**config.mk**
```make
export PLATFORM = sky130hd
export DESIGN_NAME = itim_ram_flat
export DESIGN_NICKNAME = d
export VERILOG_FILES = /design/src/verilog/itim_pkg.sv /design/src/verilog/itim_ram_if.sv /design/src/verilog/itim_ram.sv /design/src/flat_wrapper.sv
export SDC_FILE = /design/constraint.sdc
export NUM_CORES = 2
export LEC_CHECK = 0
export BUFFER_PORTS_ARGS = -buffer_cell sky130_fd_sc_hd__buf_2
export CAP_MARGIN = 5
export CORE_ASPECT_RATIO = 0.75
export CORE_MARGIN = 2
export CORE_UTILIZATION = 45
export DETAILED_ROUTE_END_ITERATION = 10
export PLACE_DENSITY_LB_ADDON = 0.15
export RECOVER_POWER = 50
export SLEW_MARGIN = 5
export SYNTH_ARGS = -nofsm -noshare
export SYNTH_HDL_FRONTEND = slang
export SYNTH_SLANG_ARGS = --single-unit
```
**constraint.sdc**
```tcl
create_clock -name clock -period 6.6 [get_ports clock]
set_clock_uncertainty 0.1 [all_clocks]
set_input_delay 0.33 -clock clock [delete_from_list [all_inputs] [get_ports clock]]
set_output_delay 0.33 -clock clock [all_outputs]
set_load 0.03 [all_outputs]
```
**src/verilog/itim_pkg.sv**
```systemverilog
`default_nettype none

package itim_pkg;

  // ~~~~~~~~~~~~~~~~~~~~
  // Geometry
  // ~~~~~~~~~~~~~~~~~~~~

  localparam int itim_sets = 64;
  localparam int itim_banks = 4;
  localparam int set_bits = 6;
  localparam int bank_bits = 2;
  localparam int tag_bits = 32 - set_bits - bank_bits - 2;
  localparam int entry_bits = 1 + tag_bits + 32;

  localparam int bank_lsb = 2;                      // Byte offset sits below the bank index.
  localparam int set_lsb = bank_lsb + bank_bits;
  localparam int tag_lsb = set_lsb + set_bits;

  localparam logic [set_bits-1:0] last_set = set_bits'(itim_sets - 1);

  // ~~~~~~~~~~~~~~~~~~~~
  // Address window
  // ~~~~~~~~~~~~~~~~~~~~

  localparam logic [31:0] itim_base_addr = 32'h0000_0000;  // Inclusive.
  localparam logic [31:0] itim_top_addr = 32'h0001_0000;   // Exclusive.

  // Back stage states.
  localparam logic [1:0] st_idle = 2'd0;
  localparam logic [1:0] st_fill = 2'd1;
  localparam logic [1:0] st_bypass = 2'd2;
  localparam logic [1:0] st_fence = 2'd3;

  // ~~~~~~~~~~~~~~~~~~~~
  // Bank word
  // ~~~~~~~~~~~~~~~~~~~~

  // The bank stores the raw word and the controller reads the fields.
  typedef union packed {
    logic [entry_bits-1:0] raw;
    struct packed {
      logic                lock;                   // Set once the entry holds a fetched word.
      logic [tag_bits-1:0] tag;
      logic [31:0]         data;
    } fields;
  } itim_entry_u;

endpackage

`default_nettype wire

```
**src/verilog/itim_ram_if.sv**
```systemverilog
`timescale 1ns/1ps
`default_nettype none

interface itim_ram_if;

  logic                          wen;
  logic [itim_pkg::set_bits-1:0] waddr;
  logic [itim_pkg::set_bits-1:0] raddr;
  itim_pkg::itim_entry_u         wdata;
  itim_pkg::itim_entry_u         rdata;  // Entry at the raddr of the previous edge.

  modport ctrl (
    output wen,
    output waddr,
    output raddr,
    output wdata,
    input  rdata
  );

  modport ram (
    input  wen,
    input  waddr,
    input  raddr,
    input  wdata,
    output rdata
  );

endinterface

`default_nettype wire
```
**src/verilog/itim_ram.sv**
```systemverilog
`timescale 1ns/1ps
`default_nettype none

module itim_ram (
  input logic     clock,
  itim_ram_if.ram port
);

  logic [itim_pkg::entry_bits-1:0] mem [itim_pkg::itim_sets] = '{default: '0};  // Starts unlocked.
  logic [itim_pkg::set_bits-1:0]   raddr_q = '0;

  always_ff @(posedge clock) begin
    raddr_q <= port.raddr;
    if (port.wen) begin
      mem[port.waddr] <= port.wdata.raw;
    end
  end

  // A write shows on the read port right after its edge.
  assign port.rdata.raw = mem[raddr_q];

endmodule

`default_nettype wire

```
**src/flat_wrapper.sv**
```systemverilog
// flat-port wrapper written by rule: the top's interface ports become plain ports
module itim_ram_flat 
  (clock, port_wen, port_waddr, port_raddr, port_wdata, port_rdata);
  itim_ram_if port_i ();
  input logic clock;
  input wire logic [$bits(port_i.wen)-1:0] port_wen;
  input wire logic [$bits(port_i.waddr)-1:0] port_waddr;
  input wire logic [$bits(port_i.raddr)-1:0] port_raddr;
  input wire logic [$bits(port_i.wdata)-1:0] port_wdata;
  output wire logic [$bits(port_i.rdata)-1:0] port_rdata;
  assign port_i.wen = port_wen;
  assign port_i.waddr = port_waddr;
  assign port_i.raddr = port_raddr;
  assign port_i.wdata = port_wdata;
  assign port_rdata = port_i.rdata;
  itim_ram u_core (.clock(clock), .port(port_i));
endmodule
```
==> flow_summary.ini <==
[outcome]
status = finished with violations
violations = max-capacitance violations, max-slew violations

[cells_and_area]
synthToLayoutAreaGrowth_pct = 13.0
top_register = u_core.mem
fin_util_pct = 51.0
largest_reg_flops = 3520
reg.largest.list = u_core.mem (3520)
drive_gt1_share_pct = 26.6
fin_area_sq_um = 151000
fin_nets = 6163

[sta]
drv_slew = 3606
setup-violations-final = 0
min_period_over_period_pct = 75.8
grt_setup_unrepaired = false
relSlewSlack_pct = -92.8
fin_setup_tns_ps = 0
fin_crit_ps = 5000
tightestPinTransition_ps = 2890
hold_viol_final = 0
hold-worst-slack_ps = 116
fmax_ghz = 0.200
worst_slack_ps = 1600

[clock_network]
clkTransAtPathRegs_ps = 60
clk_path_buf_depth = 4
cts_root_buffer = clkbuf_16
cts_resized = 0
ctsHtreeMaxLevel = 5
cts_sinks = 3526
cts_tree = done
cts_setup_buffers = 0
cts_inserted_buffers = 350
holdBufCountCts = 8

[grt]
grt_max_degree = 114
grt.total_usage_pct = 26.4
antenna_found_initial = 49
grt_pass1_vias = 64100
grt_pass1_wl_mm = 540
overflow = 0

[place]
port_buffers = 123
dp_hpwl_mm = 209
gp_congestion = 0.790
pre_cts_ws_ps = 2530
place_area_sq_um = 140000

[logic_synthesis]
syn_nets = 5811
synth_cells = 5742
yosysWarnings = 0
synth_top_area_share_pct = 79.2
synth-xor-area-share_pct = 0
synth_fa_ha_area_share_pct = 0
syn_avg_cell_area_sq_um = 23.3
synth_area_sq_um = 134000
yosys.area_share.simple_pct = 1.04
synth_top_family_by_area = multiplexers
synthMuxAreaShare_pct = 15.4
ys_ff_latch = 3526
seq_area_frac_synth_pct = 79.2
synth_compound_area_share_pct = 3.05
synthDistinctLibCells = 41
synth_ff_type = edfxtp_1
post-synth-top-area-cell = edfxtp_1
ys_async_sr_fraction_pct = 0
synth.area.top_cells = edfxtp_1 79%, mux4_2 14%, mux2i_1 1.1%
synth_edf_count = 3520

[power_and_ir_drop]
p_clk_share_pct = 41.6
seqPwrFrac_pct = 53.4
power.share.combinational_pct = 5.0
swShare_pct = 21.4
p_switching_mw = 9.97
power.density_nw_per_um2 = 308
p_int_mw = 36.6
ir_worst_vdd_uv = 232
leakage_nw = 46.5

[floorplanning]
placeableCoreArea_sq_um = 296000
die_w_um = 633
dieHeight_um = 476
row_count = 173
die_area_sq_um = 301000
start_util_pct = 45.2
ioPinCount = 124

[critical_path]
slowest_delay_ps = 790
crit_arrival_ps = 4570
cp-end-kind = output port
critPathLaunchType = flip-flop
path_cells = buf_12 > buf_4 > mux4_2 > a221oi_1 > nand2_1 > and3_1 > buf_2
critical_path.slowest_cell = dfxtp_4
critical_path_required_ps = 6170
cp_max_fo = 66
crit_type = reg2out
worstSetupEndpoint = port_rdata[45]

[route]
wl_per_cell_um = 38.8
wirelength_mm = 400
dr.pass1.iters = 5
drc = 0
antenna_left = 0
vias = 66400
first_iter_violations = 9808
via_per_inst = 6.44

[run]
drv_cap = 57

[hold_path]
min_path_type = in2reg
==> power by group through the flow <==
| stage | clock network (mW) | registers, mW | logic, mW |
|---|---|---|---|
| 6_report | 19.4 | 24.9 | 2.31 |
| 5_1_grt | 20.5 | 24.9 | 2.43 |
| 4_1_cts | 19.6 | 24.8 | 2.33 |
| 3_5_place_dp | 0 | 25.3 | 2.32 |
| 3_3_place_gp | 0 | 25.3 | 2.29 |
| 2_1_floorplan | 0 | 25.3 | 1.27 |
==> worst min path at each step <==
stage	slack (ps)	from	end	cells after the start
2_1_floorplan	260	port_raddr[0]	flip-flop	0
3_3_place_gp	380	port_raddr[3]	flip-flop	1
3_5_place_dp	380	port_raddr[3]	flip-flop	1
4_1_cts	9	port_raddr[4]	flip-flop	2
5_1_grt	90	port_raddr[4]	flip-flop	2
6_report	120	port_raddr[0]	flip-flop	2
==> critical path, delay by kind of cell (launching register included) <==
family / cells / cell delay [ps]
AO/OA/AOI/OAI: 1 / 660
buffers and inverters: 3 / 1130
flip-flops: 1 / 790
multiplexers: 1 / 560
AND/OR/NAND/NOR: 2 / 380
==> synthesized netlist by cell type, types with 9 or more instances <==
cell type  instances
clkbuf_1         152
a221oi_1          83
nand2_1          102
mux2i_1          149
nor2b_1           14
buf_1             33
nor2_1           100
buf_2             84
o21ai_0           68
mux2_2            74
a2bb2oi_1         10
and3_1            14
and2_1            16
and4_1            11
a211oi_1          17
a22oi_1          102
nand3_1            9
a21oi_1           30
o221ai_1         116
o211a_1           27
nand2b_1          12
a31oi_1           14
buf_4             50
edfxtp_1        3520
o22ai_1           74
buf_6             13
mux4_2           812
==> layout make-up <==
cell class	instances	area (sq um)
inverter	4	15.0
clock buffer	433	9300
sequential	3526	106000
multi-input combinational	1880	26600
clock inverter	185	1570
timing repair buffer	332	2660
antenna	13	32.5
fill	23300	145000
tap	3937	4930
==> placed cells by master (no fill, tap or decap), drive strengths merged, types with 26 or more instances in the layout <==
master,netlist,layout
edfxtp,3520,3520
o211a,27,27
a221oi,83,83
nor2,100,100
mux2i,149,149
a21oi,30,30
a22oi,102,102
o221ai,116,116
clkinv,0,144
o21ai,68,68
buf,180,259
nand2,103,103
clkbuf,152,498
o22ai,74,74
bufinv,0,26
mux4,812,812
mux2,74,74
==> routing by layer <==
metal	share of wire, %	global-route usage (%)
met5	0.036	0
met2	46	39.9
met4	3.1	7.84
met3	10	6.70
met1	41	38.1
==> cells by family (layout without fill, tap and decap cells) <==
family	Yosys count	after routing
multiplexers	1035	1035
AND/OR/NAND/NOR	300	300
flip-flops	3526	3526
other	0	13
buffers and inverters	336	954
AO/OA/AOI/OAI	545	545
==> metrics by stage <==
| step | power [mW] | instances |
|---|---|---|
| after floorplan | 26.6 | 5742 |
| after global placement | 27.6 | 9671 |
| after detailed placement | 27.6 | 9671 |
| after CTS | 46.8 | 10300 |
| after global routing | 47.8 | 10300 |
| final | 46.6 | 10300 |
Power figures use the tool's default switching activity.
